`config.mk`:
```
export PLATFORM = sky130hd
export DESIGN_NAME = cpu_pipeline
export DESIGN_NICKNAME = d
export VERILOG_FILES = /design/src/hdl/cpu_pkg.sv /design/src/hdl/cpu_fetch.sv /design/src/hdl/cpu_decode.sv /design/src/hdl/cpu_exec.sv /design/src/hdl/cpu_memory.sv /design/src/hdl/cpu_regfile.sv /design/src/hdl/cpu_pipeline.sv
export SDC_FILE = /design/constraint.sdc
export NUM_CORES = 2
export LEC_CHECK = 0
export ABC_AREA = 1
export BUFFER_PORTS_ARGS = -buffer_cell sky130_fd_sc_hd__buf_2
export CAP_MARGIN = 15
export CORE_MARGIN = 2
export CORE_UTILIZATION = 40
export CTS_CLUSTER_SIZE = 28
export DETAILED_ROUTE_END_ITERATION = 6
export GPL_ROUTABILITY_DRIVEN = 0
export PLACE_DENSITY_LB_ADDON = 0.3
export SKIP_LAST_GASP = 1
export SLEW_MARGIN = 20
export SYNTH_ARGS = -nofsm -noshare
export SYNTH_HDL_FRONTEND = slang
export SYNTH_SLANG_ARGS = --single-unit
export TNS_END_PERCENT = 30
```
`constraint.sdc`:
```
create_clock -name clk -period 7.8 [get_ports clk]
set_input_delay 0.78 -clock clk [delete_from_list [all_inputs] [get_ports clk]]
set_output_delay 0.78 -clock clk [all_outputs]
set_load 0.005 [all_outputs]
```
`src/hdl/cpu_pkg.sv`:
```
package cpu_pkg;

typedef logic [31:0] word_t;
typedef logic [29:0] waddr_t;
typedef logic [3:0] reg_sel_t;

// unknown codes decode as halt.
typedef enum logic [3:0] {
	op_add,
	op_sub,
	op_and,
	op_or,
	op_xor,
	op_addi,
	op_ldw,
	op_stw,
	op_beqz,
	op_halt
} opcode_e;

typedef enum logic [2:0] {
	alu_add,
	alu_sub,
	alu_and,
	alu_or,
	alu_xor
} alu_op_e;

localparam int op_msb = 31;
localparam int op_lsb = 28;
localparam int rd_msb = 27;
localparam int rd_lsb = 24;
localparam int ra_msb = 23;
localparam int ra_lsb = 20;
localparam int rb_msb = 19;
localparam int rb_lsb = 16;
localparam int imm_msb = 15;
localparam int imm_lsb = 0;

localparam int num_regs = 16;
localparam word_t reset_pc = 32'h0000_0000;

endpackage

```
`src/hdl/cpu_fetch.sv`:
```
module cpu_fetch(
	input logic clk,
	input logic i_arst_n,
	input logic i_i_ack,
	input cpu_pkg::word_t i_i_data,
	input logic i_branch_taken,
	input cpu_pkg::word_t i_branch_pc,
	input logic i_stall_clear,
	input logic i_mem_complete,
	input logic i_pipeline_busy,
	output logic o_i_access,
	output cpu_pkg::waddr_t o_i_addr,
	output cpu_pkg::word_t o_instr,
	output cpu_pkg::word_t o_pc_plus_4,
	output logic o_valid,
	output logic o_halted
);
	import cpu_pkg::*;

	typedef enum logic [2:0] {
		fetching,
		waiting,
		stalled,
		halting,
		halted
	} fetch_state_e;

	fetch_state_e state;
	word_t pc;
	word_t pc_next;
	opcode_e opcode;

	assign pc_next = pc + 32'd4;
	assign opcode = opcode_e'(i_i_data[op_msb:op_lsb]);

	assign o_i_access = (state == fetching);
	assign o_i_addr = pc[31:2];
	assign o_halted = (state == halted);

	always_ff @(posedge clk or negedge i_arst_n) begin
		if (!i_arst_n) begin
			state <= waiting;
			pc <= reset_pc;
			o_valid <= 1'b0;
		end else begin
			o_valid <= 1'b0;
			case (state)
			waiting: state <= fetching;
			fetching: begin
				if (i_i_ack) begin
					o_valid <= 1'b1;
					pc <= pc_next;
					case (opcode)
					op_add, op_sub, op_and, op_or, op_xor, op_addi: state <= fetching;
					// wait for execute or memory to release.
					op_ldw, op_stw, op_beqz: state <= stalled;
					default: state <= halting;
					endcase
				end
			end
			stalled: begin
				if (i_branch_taken) begin
					pc <= i_branch_pc;
					state <= fetching;
				end else if (i_stall_clear || i_mem_complete) begin
					state <= fetching;
				end
			end
			// drain everything still in flight.
			halting: if (!i_pipeline_busy) state <= halted;
			default: state <= halted;
			endcase
		end
	end

	always_ff @(posedge clk) begin
		if (state == fetching && i_i_ack) begin
			o_instr <= i_i_data;
			o_pc_plus_4 <= pc_next;
		end
	end

endmodule

```
`src/hdl/cpu_decode.sv`:
```
module cpu_decode(
	input logic clk,
	input logic i_arst_n,
	input cpu_pkg::word_t i_instr,
	input cpu_pkg::word_t i_pc_plus_4,
	input logic i_valid,
	output cpu_pkg::reg_sel_t o_ra_sel,
	output cpu_pkg::reg_sel_t o_rb_sel,
	output cpu_pkg::reg_sel_t o_rd_sel,
	output logic o_update_rd,
	output cpu_pkg::word_t o_imm32,
	output cpu_pkg::alu_op_e o_alu_op,
	output logic o_use_imm,
	output logic o_mem_load,
	output logic o_mem_store,
	output logic o_is_branch,
	output logic o_is_halt,
	output cpu_pkg::word_t o_pc_plus_4,
	output logic o_valid
);
	import cpu_pkg::*;

	opcode_e opcode;
	alu_op_e alu_op;
	word_t imm32;
	logic use_imm;
	logic update_rd;
	logic mem_load;
	logic mem_store;
	logic is_branch;
	logic is_halt;

	assign opcode = opcode_e'(i_instr[op_msb:op_lsb]);
	assign o_ra_sel = i_instr[ra_msb:ra_lsb];
	assign o_rb_sel = i_instr[rb_msb:rb_lsb];
	assign imm32 = {{16{i_instr[imm_msb]}}, i_instr[imm_msb:imm_lsb]};

	always_comb begin
		alu_op = alu_add;
		use_imm = 1'b0;
		update_rd = 1'b0;
		mem_load = 1'b0;
		mem_store = 1'b0;
		is_branch = 1'b0;
		is_halt = 1'b0;
		case (opcode)
		op_add: update_rd = 1'b1;
		op_sub: begin
			alu_op = alu_sub;
			update_rd = 1'b1;
		end
		op_and: begin
			alu_op = alu_and;
			update_rd = 1'b1;
		end
		op_or: begin
			alu_op = alu_or;
			update_rd = 1'b1;
		end
		op_xor: begin
			alu_op = alu_xor;
			update_rd = 1'b1;
		end
		op_addi: begin
			use_imm = 1'b1;
			update_rd = 1'b1;
		end
		// address is ra plus immediate.
		op_ldw: begin
			use_imm = 1'b1;
			update_rd = 1'b1;
			mem_load = 1'b1;
		end
		op_stw: begin
			use_imm = 1'b1;
			mem_store = 1'b1;
		end
		op_beqz: is_branch = 1'b1;
		op_halt: is_halt = 1'b1;
		default: is_halt = 1'b1;
		endcase
	end

	always_ff @(posedge clk or negedge i_arst_n) begin
		if (!i_arst_n) begin
			o_valid <= 1'b0;
			o_update_rd <= 1'b0;
			o_mem_load <= 1'b0;
			o_mem_store <= 1'b0;
			o_is_branch <= 1'b0;
			o_is_halt <= 1'b0;
		end else begin
			o_valid <= i_valid;
			o_update_rd <= i_valid && update_rd;
			o_mem_load <= i_valid && mem_load;
			o_mem_store <= i_valid && mem_store;
			o_is_branch <= i_valid && is_branch;
			o_is_halt <= i_valid && is_halt;
		end
	end

	always_ff @(posedge clk) begin
		o_rd_sel <= i_instr[rd_msb:rd_lsb];
		o_imm32 <= imm32;
		o_alu_op <= alu_op;
		o_use_imm <= use_imm;
		o_pc_plus_4 <= i_pc_plus_4;
	end

endmodule

```
`src/hdl/cpu_exec.sv`:
```
module cpu_exec(
	input logic clk,
	input logic i_arst_n,
	input cpu_pkg::word_t i_ra,
	input cpu_pkg::word_t i_rb,
	input cpu_pkg::reg_sel_t i_rd_sel,
	input logic i_update_rd,
	input cpu_pkg::word_t i_imm32,
	input cpu_pkg::alu_op_e i_alu_op,
	input logic i_use_imm,
	input logic i_mem_load,
	input logic i_mem_store,
	input logic i_is_branch,
	input logic i_is_halt,
	input cpu_pkg::word_t i_pc_plus_4,
	input logic i_valid,
	input logic i_hold,
	output logic o_branch_taken,
	output logic o_stall_clear,
	output cpu_pkg::word_t o_alu_out,
	output cpu_pkg::word_t o_store_val,
	output cpu_pkg::reg_sel_t o_rd_sel,
	output logic o_update_rd,
	output logic o_load,
	output logic o_store,
	output logic o_valid
);
	import cpu_pkg::*;

	word_t op2;
	word_t alu_result;
	word_t branch_target;
	logic ra_zero;

	assign op2 = i_use_imm ? i_imm32 : i_rb;
	assign ra_zero = (i_ra == '0);
	assign branch_target = i_pc_plus_4 + {i_imm32[29:0], 2'b00};

	always_comb begin
		case (i_alu_op)
		alu_sub: alu_result = i_ra - op2;
		alu_and: alu_result = i_ra & op2;
		alu_or: alu_result = i_ra | op2;
		alu_xor: alu_result = i_ra ^ op2;
		default: alu_result = i_ra + op2;
		endcase
	end

	always_ff @(posedge clk or negedge i_arst_n) begin
		if (!i_arst_n) begin
			o_branch_taken <= 1'b0;
			o_stall_clear <= 1'b0;
			o_update_rd <= 1'b0;
			o_load <= 1'b0;
			o_store <= 1'b0;
			o_valid <= 1'b0;
		end else begin
			o_branch_taken <= 1'b0;
			o_stall_clear <= 1'b0;
			if (!i_hold) begin
				o_branch_taken <= i_valid && i_is_branch && ra_zero;
				o_stall_clear <= i_valid && i_is_branch && !ra_zero;
				o_update_rd <= i_valid && i_update_rd;
				o_load <= i_valid && i_mem_load;
				o_store <= i_valid && i_mem_store;
				// halt retires here.
				o_valid <= i_valid && !i_is_halt;
			end
		end
	end

	always_ff @(posedge clk) begin
		if (!i_hold) begin
			o_alu_out <= i_is_branch ? branch_target : alu_result;
			o_store_val <= i_rb;
			o_rd_sel <= i_rd_sel;
		end
	end

endmodule

```
`src/hdl/cpu_memory.sv`:
```
module cpu_memory(
	input logic clk,
	input logic i_arst_n,
	input cpu_pkg::word_t i_alu_out,
	input cpu_pkg::word_t i_store_val,
	input cpu_pkg::reg_sel_t i_rd_sel,
	input logic i_update_rd,
	input logic i_load,
	input logic i_store,
	input logic i_valid,
	input cpu_pkg::word_t i_d_data,
	input logic i_d_ack,
	output logic o_d_access,
	output cpu_pkg::waddr_t o_d_addr,
	output logic o_d_wr_en,
	output cpu_pkg::word_t o_d_wr_val,
	output logic o_busy,
	output logic o_complete,
	output cpu_pkg::word_t o_wr_val,
	output cpu_pkg::reg_sel_t o_rd_sel,
	output logic o_update_rd
);
	import cpu_pkg::*;

	logic access;

	// request held by the stalled execute/memory register.
	assign access = i_valid && (i_load || i_store);

	assign o_d_access = access;
	assign o_d_addr = i_alu_out[31:2];
	assign o_d_wr_en = access && i_store;
	assign o_d_wr_val = i_store_val;

	assign o_busy = access && !i_d_ack;
	assign o_complete = access && i_d_ack;

	always_ff @(posedge clk or negedge i_arst_n) begin
		if (!i_arst_n) begin
			o_update_rd <= 1'b0;
		end else begin
			o_update_rd <= i_valid && i_update_rd && !o_busy;
		end
	end

	// load data is valid in the ack cycle.
	always_ff @(posedge clk) begin
		if (!o_busy) begin
			o_wr_val <= i_load ? i_d_data : i_alu_out;
			o_rd_sel <= i_rd_sel;
		end
	end

endmodule

```
`src/hdl/cpu_regfile.sv`:
```
module cpu_regfile(
	input logic clk,
	input logic i_arst_n,
	input cpu_pkg::reg_sel_t i_ra_sel,
	input cpu_pkg::reg_sel_t i_rb_sel,
	input cpu_pkg::reg_sel_t i_rd_sel,
	input logic i_wr_en,
	input cpu_pkg::word_t i_wr_val,
	output cpu_pkg::word_t o_ra,
	output cpu_pkg::word_t o_rb
);
	import cpu_pkg::*;

	word_t regs [num_regs];

	// write-first bypass.
	assign o_ra = (i_wr_en && i_rd_sel == i_ra_sel) ? i_wr_val : regs[i_ra_sel];
	assign o_rb = (i_wr_en && i_rd_sel == i_rb_sel) ? i_wr_val : regs[i_rb_sel];

	always_ff @(posedge clk or negedge i_arst_n) begin
		if (!i_arst_n) begin
			for (int i = 0; i < num_regs; i++) begin
				regs[i] <= '0;
			end
		end else if (i_wr_en) begin
			regs[i_rd_sel] <= i_wr_val;
		end
	end

endmodule

```
`src/hdl/cpu_pipeline.sv`:
```
module cpu_pipeline(
	input logic clk,
	input logic i_arst_n,
	output logic o_i_access,
	output cpu_pkg::waddr_t o_i_addr,
	input cpu_pkg::word_t i_i_data,
	input logic i_i_ack,
	output logic o_d_access,
	output cpu_pkg::waddr_t o_d_addr,
	output logic o_d_wr_en,
	output cpu_pkg::word_t o_d_wr_val,
	input cpu_pkg::word_t i_d_data,
	input logic i_d_ack,
	output logic o_halted
);
	import cpu_pkg::*;

	word_t fd_instr;
	word_t fd_pc_plus_4;
	logic fd_valid;

	reg_sel_t d_ra_sel;
	reg_sel_t d_rb_sel;
	word_t rf_ra;
	word_t rf_rb;

	reg_sel_t de_rd_sel;
	logic de_update_rd;
	word_t de_imm32;
	alu_op_e de_alu_op;
	logic de_use_imm;
	logic de_mem_load;
	logic de_mem_store;
	logic de_is_branch;
	logic de_is_halt;
	word_t de_pc_plus_4;
	logic de_valid;

	logic ef_branch_taken;
	logic ef_stall_clear;
	word_t em_alu_out;
	word_t em_store_val;
	reg_sel_t em_rd_sel;
	logic em_update_rd;
	logic em_load;
	logic em_store;
	logic em_valid;

	logic m_busy;
	logic mf_complete;
	word_t mw_wr_val;
	reg_sel_t mw_rd_sel;
	logic mw_update_rd;

	logic pipeline_busy;
	logic ra_fwd_exec;
	logic ra_fwd_mem;
	logic rb_fwd_exec;
	logic rb_fwd_mem;
	word_t rf_ra_q;
	word_t rf_rb_q;
	word_t de_ra;
	word_t de_rb;

	assign pipeline_busy = fd_valid || de_valid || em_valid || m_busy;

	// youngest result wins.
	assign de_ra = ra_fwd_exec ? em_alu_out : ra_fwd_mem ? mw_wr_val : rf_ra_q;
	assign de_rb = rb_fwd_exec ? em_alu_out : rb_fwd_mem ? mw_wr_val : rf_rb_q;

	always_ff @(posedge clk or negedge i_arst_n) begin
		if (!i_arst_n) begin
			ra_fwd_exec <= 1'b0;
			ra_fwd_mem <= 1'b0;
			rb_fwd_exec <= 1'b0;
			rb_fwd_mem <= 1'b0;
		end else begin
			ra_fwd_exec <= de_update_rd && de_rd_sel == d_ra_sel;
			ra_fwd_mem <= em_update_rd && em_rd_sel == d_ra_sel;
			rb_fwd_exec <= de_update_rd && de_rd_sel == d_rb_sel;
			rb_fwd_mem <= em_update_rd && em_rd_sel == d_rb_sel;
		end
	end

	always_ff @(posedge clk) begin
		rf_ra_q <= rf_ra;
		rf_rb_q <= rf_rb;
	end

	cpu_fetch u_fetch (
		.clk(clk),
		.i_arst_n(i_arst_n),
		.i_i_ack(i_i_ack),
		.i_i_data(i_i_data),
		.i_branch_taken(ef_branch_taken),
		.i_branch_pc(em_alu_out),
		.i_stall_clear(ef_stall_clear),
		.i_mem_complete(mf_complete),
		.i_pipeline_busy(pipeline_busy),
		.o_i_access(o_i_access),
		.o_i_addr(o_i_addr),
		.o_instr(fd_instr),
		.o_pc_plus_4(fd_pc_plus_4),
		.o_valid(fd_valid),
		.o_halted(o_halted)
	);

	cpu_decode u_decode (
		.clk(clk),
		.i_arst_n(i_arst_n),
		.i_instr(fd_instr),
		.i_pc_plus_4(fd_pc_plus_4),
		.i_valid(fd_valid),
		.o_ra_sel(d_ra_sel),
		.o_rb_sel(d_rb_sel),
		.o_rd_sel(de_rd_sel),
		.o_update_rd(de_update_rd),
		.o_imm32(de_imm32),
		.o_alu_op(de_alu_op),
		.o_use_imm(de_use_imm),
		.o_mem_load(de_mem_load),
		.o_mem_store(de_mem_store),
		.o_is_branch(de_is_branch),
		.o_is_halt(de_is_halt),
		.o_pc_plus_4(de_pc_plus_4),
		.o_valid(de_valid)
	);

	cpu_exec u_exec (
		.clk(clk),
		.i_arst_n(i_arst_n),
		.i_ra(de_ra),
		.i_rb(de_rb),
		.i_rd_sel(de_rd_sel),
		.i_update_rd(de_update_rd),
		.i_imm32(de_imm32),
		.i_alu_op(de_alu_op),
		.i_use_imm(de_use_imm),
		.i_mem_load(de_mem_load),
		.i_mem_store(de_mem_store),
		.i_is_branch(de_is_branch),
		.i_is_halt(de_is_halt),
		.i_pc_plus_4(de_pc_plus_4),
		.i_valid(de_valid),
		.i_hold(m_busy),
		.o_branch_taken(ef_branch_taken),
		.o_stall_clear(ef_stall_clear),
		.o_alu_out(em_alu_out),
		.o_store_val(em_store_val),
		.o_rd_sel(em_rd_sel),
		.o_update_rd(em_update_rd),
		.o_load(em_load),
		.o_store(em_store),
		.o_valid(em_valid)
	);

	cpu_memory u_memory (
		.clk(clk),
		.i_arst_n(i_arst_n),
		.i_alu_out(em_alu_out),
		.i_store_val(em_store_val),
		.i_rd_sel(em_rd_sel),
		.i_update_rd(em_update_rd),
		.i_load(em_load),
		.i_store(em_store),
		.i_valid(em_valid),
		.i_d_data(i_d_data),
		.i_d_ack(i_d_ack),
		.o_d_access(o_d_access),
		.o_d_addr(o_d_addr),
		.o_d_wr_en(o_d_wr_en),
		.o_d_wr_val(o_d_wr_val),
		.o_busy(m_busy),
		.o_complete(mf_complete),
		.o_wr_val(mw_wr_val),
		.o_rd_sel(mw_rd_sel),
		.o_update_rd(mw_update_rd)
	);

	cpu_regfile u_regfile (
		.clk(clk),
		.i_arst_n(i_arst_n),
		.i_ra_sel(d_ra_sel),
		.i_rb_sel(d_rb_sel),
		.i_rd_sel(mw_rd_sel),
		.i_wr_en(mw_update_rd),
		.i_wr_val(mw_wr_val),
		.o_ra(rf_ra),
		.o_rb(rf_rb)
	);

endmodule

```
# Word-level counts from Yosys, hierarchy flattened
# Memories as Yosys holds them, arrays and structs flattened.
# Cells that the tools add are included.
# classes
addsub,4
n_lt_le_gt_ge,4
n_eq_ne,26
muxes,38
bitwise,6
n_reduce_logical,44
# op_table
operator,count
$bwmux 512,1
$mux 32,16
$bmux 32 s4,2
$demux 32 s4,1
$pmux 32 s4,1
$add 32x32->32,2
$pmux 32 s2,1
$add 32x3->32 const B,1
$and 32x32->32,1
$logic_not 32->1,1
$or 32x32->32,1
$sub 32x32->32,1
$xor 32x32->32,1
$logic_and 1x1->1,26
$eq 4x4->1,6
$pmux 3 s4,2
$eq 4x3->1 const B,4
$ge 5x5->1 const B,3
$not 4->5,3
$eq 3x2->1 const B,4
$mux 3,4
$mux 1,10
$reduce_or 9->1,1
$eq 4x2->1 const B,2
other kinds (16),27
# word_totals
register_bits,853
romBits,32
output_inout_bits,96
wordCells,173
mem_count,1
# mem_list
memory,words,word_bits,rd,rd_clocked_by_memory_dff,write_ports,line_no,rtl
(name not given),16,2,1,0,0,cpu_fetch.sv:53,case (opcode)

# Depth between registers and ports, before layout
# logic_depth
word_depth,7
ltp_mapped,33

# Hierarchy
# Synthesis repeated with hierarchy kept, for this count alone.
# unflattened
cells_unflattened,7075
area_unflattened_um2,50734.9
# modules_own_cells
mod,instances,cells_each,area_per_inst_um2,seq_area_each_um2
cpu_regfile,1,4308,28954.0,12812.3
cpu_exec,1,1492,9770.6,2192.1
cpu_fetch,1,524,4764.6,2824.0
cpu_pipeline,1,424,3623.5,1381.3
cpu_memory,1,216,2070.7,1106.1
cpu_decode,1,111,1551.5,1271.2

# Least setup slack after synthesis
# OpenSTA, ideal clock, no wires.
# synth_timing
path_type,in2reg
startpoint,input i_i_ack
endpoint,register u_fetch.pc[3]
setup_ns,0.137
arrival_time_ns,4.714
path_slack_ns,2.948
cell_stages,6
n_path_buf,1
cell_sequence,inv_1 nor2_1 a21oi_1 inv_1 clkbuf_1 a31oi_1
# synth_between
elab_chain_len,2
# synth_lines
element,line_no,rtl
from (decl),cpu_pipeline.sv:7,"input logic i_i_ack,"
$ne 2x1->1 (no source line),-,
$reduce_and 3->1 (no source line),-,
to (signal assigned),cpu_fetch.sv:43,pc <= reset_pc;
to (signal assigned),cpu_fetch.sv:52,pc <= pc_next;
to (signal assigned),cpu_fetch.sv:63,pc <= i_branch_pc;
to (decl),cpu_fetch.sv:29,word_t pc;
# Every way passes these cells.
# A chain may end at the register's enable or synchronous reset.

# Worst setup path after layout
# layout_timing
startpoint,register rb_fwd_exec
endpoint,register u_exec.o_alu_out[30] (data pin)
# layout_between
elab_chain_len,5
# layout_lines
element,line_no,rtl
from (decl),cpu_pipeline.sv:58,logic rb_fwd_exec;
from (signal assigned),cpu_pipeline.sv:80,rb_fwd_exec <= de_update_rd && de_rd_sel == d_rb_sel;
$mux 32 *,cpu_pipeline.sv:69,assign de_rb = rb_fwd_exec ? em_alu_out : rb_fwd_mem ? mw_wr_val : rf_rb_q;
$mux 32 *,cpu_exec.sv:35,assign op2 = i_use_imm ? i_imm32 : i_rb;
$add 32x32->32 (tied with other cells),cpu_exec.sv:45,default: alu_result = i_ra + op2;
$pmux 32 s4 *,cpu_exec.sv:40,case (i_alu_op)
$mux 32 *,cpu_exec.sv:74,o_alu_out <= i_is_branch ? branch_target : alu_result;
to (signal assigned),cpu_exec.sv:74,
to (decl),cpu_exec.sv:20,"output cpu_pkg::word_t o_alu_out,"
# Every way passes the cells marked *; elsewhere a longest branch is shown, timed or not.

==> parameters.txt <==
Parameter                              Value

Placed design
  Final HPWL from detailed placement ... 113 mm
  Count of buffers from port buffering ... 163

Timing
  Setup clock skew after layout ... 0.0396 ns
  Least-Margin Pin Slew ... 1.24 ns
  Period utilisation layout ... 63.8%
  Hold violation total from the final report ... 0
  Minimum clock period ... 4.98 ns
  Fin Setup TNS ... 0 ns
  Slew Viols, Final ... 0
  Worst relative slew slack ... 17.0%
  Worst hold-check slack ... 0.123 ns
  Setup-violating endpoint count in the final report ... 0
  Maximum clock frequency ... 201 MHz
  RSZ-0062 raised after global routing ... no

Route
  Number of detailed-routing iterations run before antenna repair ... 7
  Detailed-route wire length per cell ... 24.4 um
  Iter 0 DRT Violations ... 6581
  Antenna-violating nets left ... 0
  Final WL ... 181 mm
  DRC Markers ... 0
  Via count ... 45100
  Per-cell via count in the routed design ... 6.08

Global routing
  Number of antenna violations at the first check in global routing ... 7
  Total routing resource utilization after global routing ... 29.2%
  Largest net degree at the start of global routing ... 176
  Number of global-route vias before repair ... 41400
  Overflow left after global routing ... 0
  Global-route wire length before repair ... 268 mm

Layout
  Number of fill cells in the layout ... 11400
  Post-layout net count ... 6001
  Synthesis-to-layout area growth ... 9.45%
  Multi-input combinational cell area ... 22100 sq um
  Share of layout cells above drive strength 1 ... 8.56%
  Storage cell area ... 21600 sq um

Clock tree
  Number of buffers on the longest clock path ... 3
  Number of buffers inserted for hold repair after clock tree synthesis ... 0
  Clock-pin slew on the worst setup and hold paths ... 0.06 ns
  Root buf cell ... clkbuf_16
  Cts bufs inserted ... 93
  Postcts setup bufs ... 0
  Worst-skew pair later-pin latency ... 0.71 ns
  H-tree depth ... 3
  Number of clock sinks ... 853
  # resized after CTS ... 0
  Clock tree from TritonCTS ... yes

Worst setup path
  Reg2Reg Capture Point ... u_exec.o_alu_out[30]
  Most prevalent standard cell on the critical path ... nand3_1
  Max incr delay on CP ... 0.81 ns
  Critical path startpoint ... rb_fwd_exec
  Kind of critical path ... flip-flop to flip-flop
  CP required ... 8.21 ns
  Critical Path Source Type ... flip-flop
  Sequence of cells on the critical path ... inv_4 -> nand3_1 -> nand3_1 -> nand2_2 -> ha_1 -> nand3_2 -> nor2_4 -> nand2_2 -> nor2_4 -> nand2_2 -> a21oi_2 -> o21ai_1 -> xor2_1 -> ha_1 -> nand2_1 -> nor2_1 -> inv_1 -> nor4_1 -> nand3_1 -> nand2_1 -> nand2_1 -> nand3_1 -> a22oi_1
  Worst Path Max Fanout ... 33
  Element type at the critical path end ... flip-flop
  Worst Path Arrival ... 5.39 ns
  Reg-to-reg critical path startpoint ... rb_fwd_exec
  Number of cells on the worst reg-to-reg path ... 23
  Worst-case register-to-register setup slack ... 2.82 ns
  Crit-path slowest cell ... dfrtp_2

Logic synthesis
  Nets in the synthesized netlist ... 6164
  Mean instance size in the synthesized netlist ... 7.89 sq um
  Combined area of all synthesized cells ... 47100 sq um
  Number of synthesized flops with an enable pin ... 168
  Count of distinct cell types in the synthesized netlist ... 62
  Async set-reset flop share out of synthesis ... 66.2%
  Register bit total from synthesis ... 853
  Proportion of synthesized chip area in sequential cells ... 45.9%
  Synth warnings ... 0
  Post-synthesis instance total ... 5968
  Commonest register cell after synthesis ... dfrtp_1

Floorplan
  Floorplan Core Area ... 117000 sq um
  Top-Level Pins ... 164
  Die Outline Area ... 120000 sq um
  Initial Utilization ... 40.4%
  Die height ... 347 um
  Die span in x ... 347 um
  Core Rows ... 125

Run
  Number of maximum-capacitance constraint violations ... 0

Worst hold path
  Min-delay worst type ... input port to async pin

Pwr
  VDD IR-drop max ... 185 uV
  Static Leakage ... 22.1 nW
  Total power per unit cell area ... 181 nW/um^2

Run status
  Result of the run ... finished, final reports clean
## sequential cells by signal (all words and copies together) (netlist names), 4 cells and up
name and flops:
rf_ra_q 32, u_regfile.regs 512, u_memory.o_rd_sel 4, u_decode.o_imm32 16
u_exec.o_store_val 32, u_exec.o_rd_sel 4, u_fetch.o_pc_plus_4 32, u_exec.o_alu_out 32
rf_rb_q 32, u_decode.o_pc_plus_4 32, u_fetch.o_instr 32, u_memory.o_wr_val 32
u_decode.o_rd_sel 4, u_fetch.pc 32
## placed cells by master (no fill, tap or decap), types with 20 or more instances in the layout
| cell | instances |
|---|---|
| a221oi_1 | 20 |
| nand3_1 | 191 |
| nand2_2 | 36 |
| a31oi_1 | 72 |
| o22ai_1 | 62 |
| buf_4 | 61 |
| nor3_1 | 33 |
| o221ai_1 | 115 |
| nand2_1 | 982 |
| dfrtp_1 | 560 |
| o21ai_0 | 1189 |
| nand4_1 | 24 |
| and2_1 | 20 |
| inv_1 | 336 |
| clkbuf_1 | 29 |
| edfxtp_1 | 168 |
| a21oi_1 | 315 |
| dfxtp_1 | 120 |
| clkbuf_16 | 95 |
| o21ai_1 | 23 |
| o211ai_1 | 103 |
| ha_1 | 126 |
| xor2_1 | 70 |
| nor2_1 | 725 |
| nand3_2 | 21 |
| buf_2 | 162 |
## power breakdown
group          internal, mW  total, mW  switching (mW)
registers              4.54       4.56          0.0141
logic                0.0331      0.140           0.107
clock network          2.68       4.66            1.97
total                  7.26       9.35            2.09
## how the worst max path moves through the flow
| stage | to | depth (start not counted) | slack (ns) |
|---|---|---|---|
| floorplan | u_fetch.pc[3] | 6 | 2.95 |
| global placement | u_exec.o_alu_out[30] | 23 | 2.67 |
| detailed placement | u_exec.o_alu_out[30] | 23 | 2.59 |
| CTS | u_exec.o_alu_out[30] | 23 | 2.56 |
| global route | u_exec.o_alu_out[30] | 23 | 2.45 |
| finish | u_exec.o_alu_out[30] | 23 | 2.82 |
## stage by stage
| step | instances | instance area (sq um) | setup slack, ns | utilization [%] | power (mW) |
|---|---|---|---|---|---|
| after CTS | 7409 | 51500 | 2.56 | 44.2 | 9.39 |
| after detailed placement | 7234 | 48300 | 2.59 | 41.5 | 4.78 |
| after floorplan | 5968 | 47100 | 2.95 | - | 4.68 |
| after global routing | 7409 | 51500 | 2.45 | 44.2 | 9.59 |
| after global placement | 7234 | 48300 | 2.67 | 41.5 | 4.78 |
| final | 7412 | 51500 | 2.82 | 44.2 | 9.35 |
## Yosys cell counts, drive strengths merged (106+ instances only)
master | instances | area (sq um)
a21oi | 317 | 1590
buf | 106 | 728
clkbuf | 380 | 1430
dfrtp | 564 | 14100
dfxtp | 120 | 2400
edfxtp | 168 | 5040
ha | 126 | 1580
inv | 358 | 1350
nand2 | 1022 | 3930
nand3 | 212 | 1140
nor2 | 745 | 2860
o21ai | 1215 | 6090
o221ai | 115 | 1010
## critical path: cells and delay by family (launching register included)
| kind | cells | cell delay (ns) |
|---|---|---|
| and+or+nand+nor | 15 | 2.37 |
| DFF | 1 | 0.81 |
| adders and majority gates | 2 | 0.61 |
| buffers and inverters | 2 | 0.41 |
| AOI/OAI and AO/OA | 3 | 0.34 |
| xor gates and xnor gates | 1 | 0.15 |
## cells by family after synthesis
kind of cell	after synthesis	share of synthesized area, %
AOI/OAI and AO/OA	1968	23.4
xor gates and xnor gates	81	1.51
adders and majority gates	128	3.43
buffers and inverters	848	7.48
DFF	853	45.9
and+or+nand+nor	2090	18.4
## layout make-up
type / count / share of cell area, %
clock buffer: 136 / 5.15
multi-input combinational: 4267 / 42.9
antenna: 3 / 0.0146
tap: 1524 / 3.70
timing repair buffer: 228 / 2.65
inverter: 362 / 2.69
sequential: 853 / 41.9
clock inverter: 39 / 1.01
## layer usage
| metal | vias to the layer above | global-route usage [%] | share of wire, % |
|---|---|---|---|
| li1 | 20100 | - | - |
| met1 | 21400 | 41.3 | 41 |
| met2 | 2963 | 40.3 | 40 |
| met3 | 563 | 7.56 | 12 |
| met4 | 6 | 15.9 | 5.9 |
| met5 | - | 0 | 0.017 |
(Power assumes the default switching activity.)
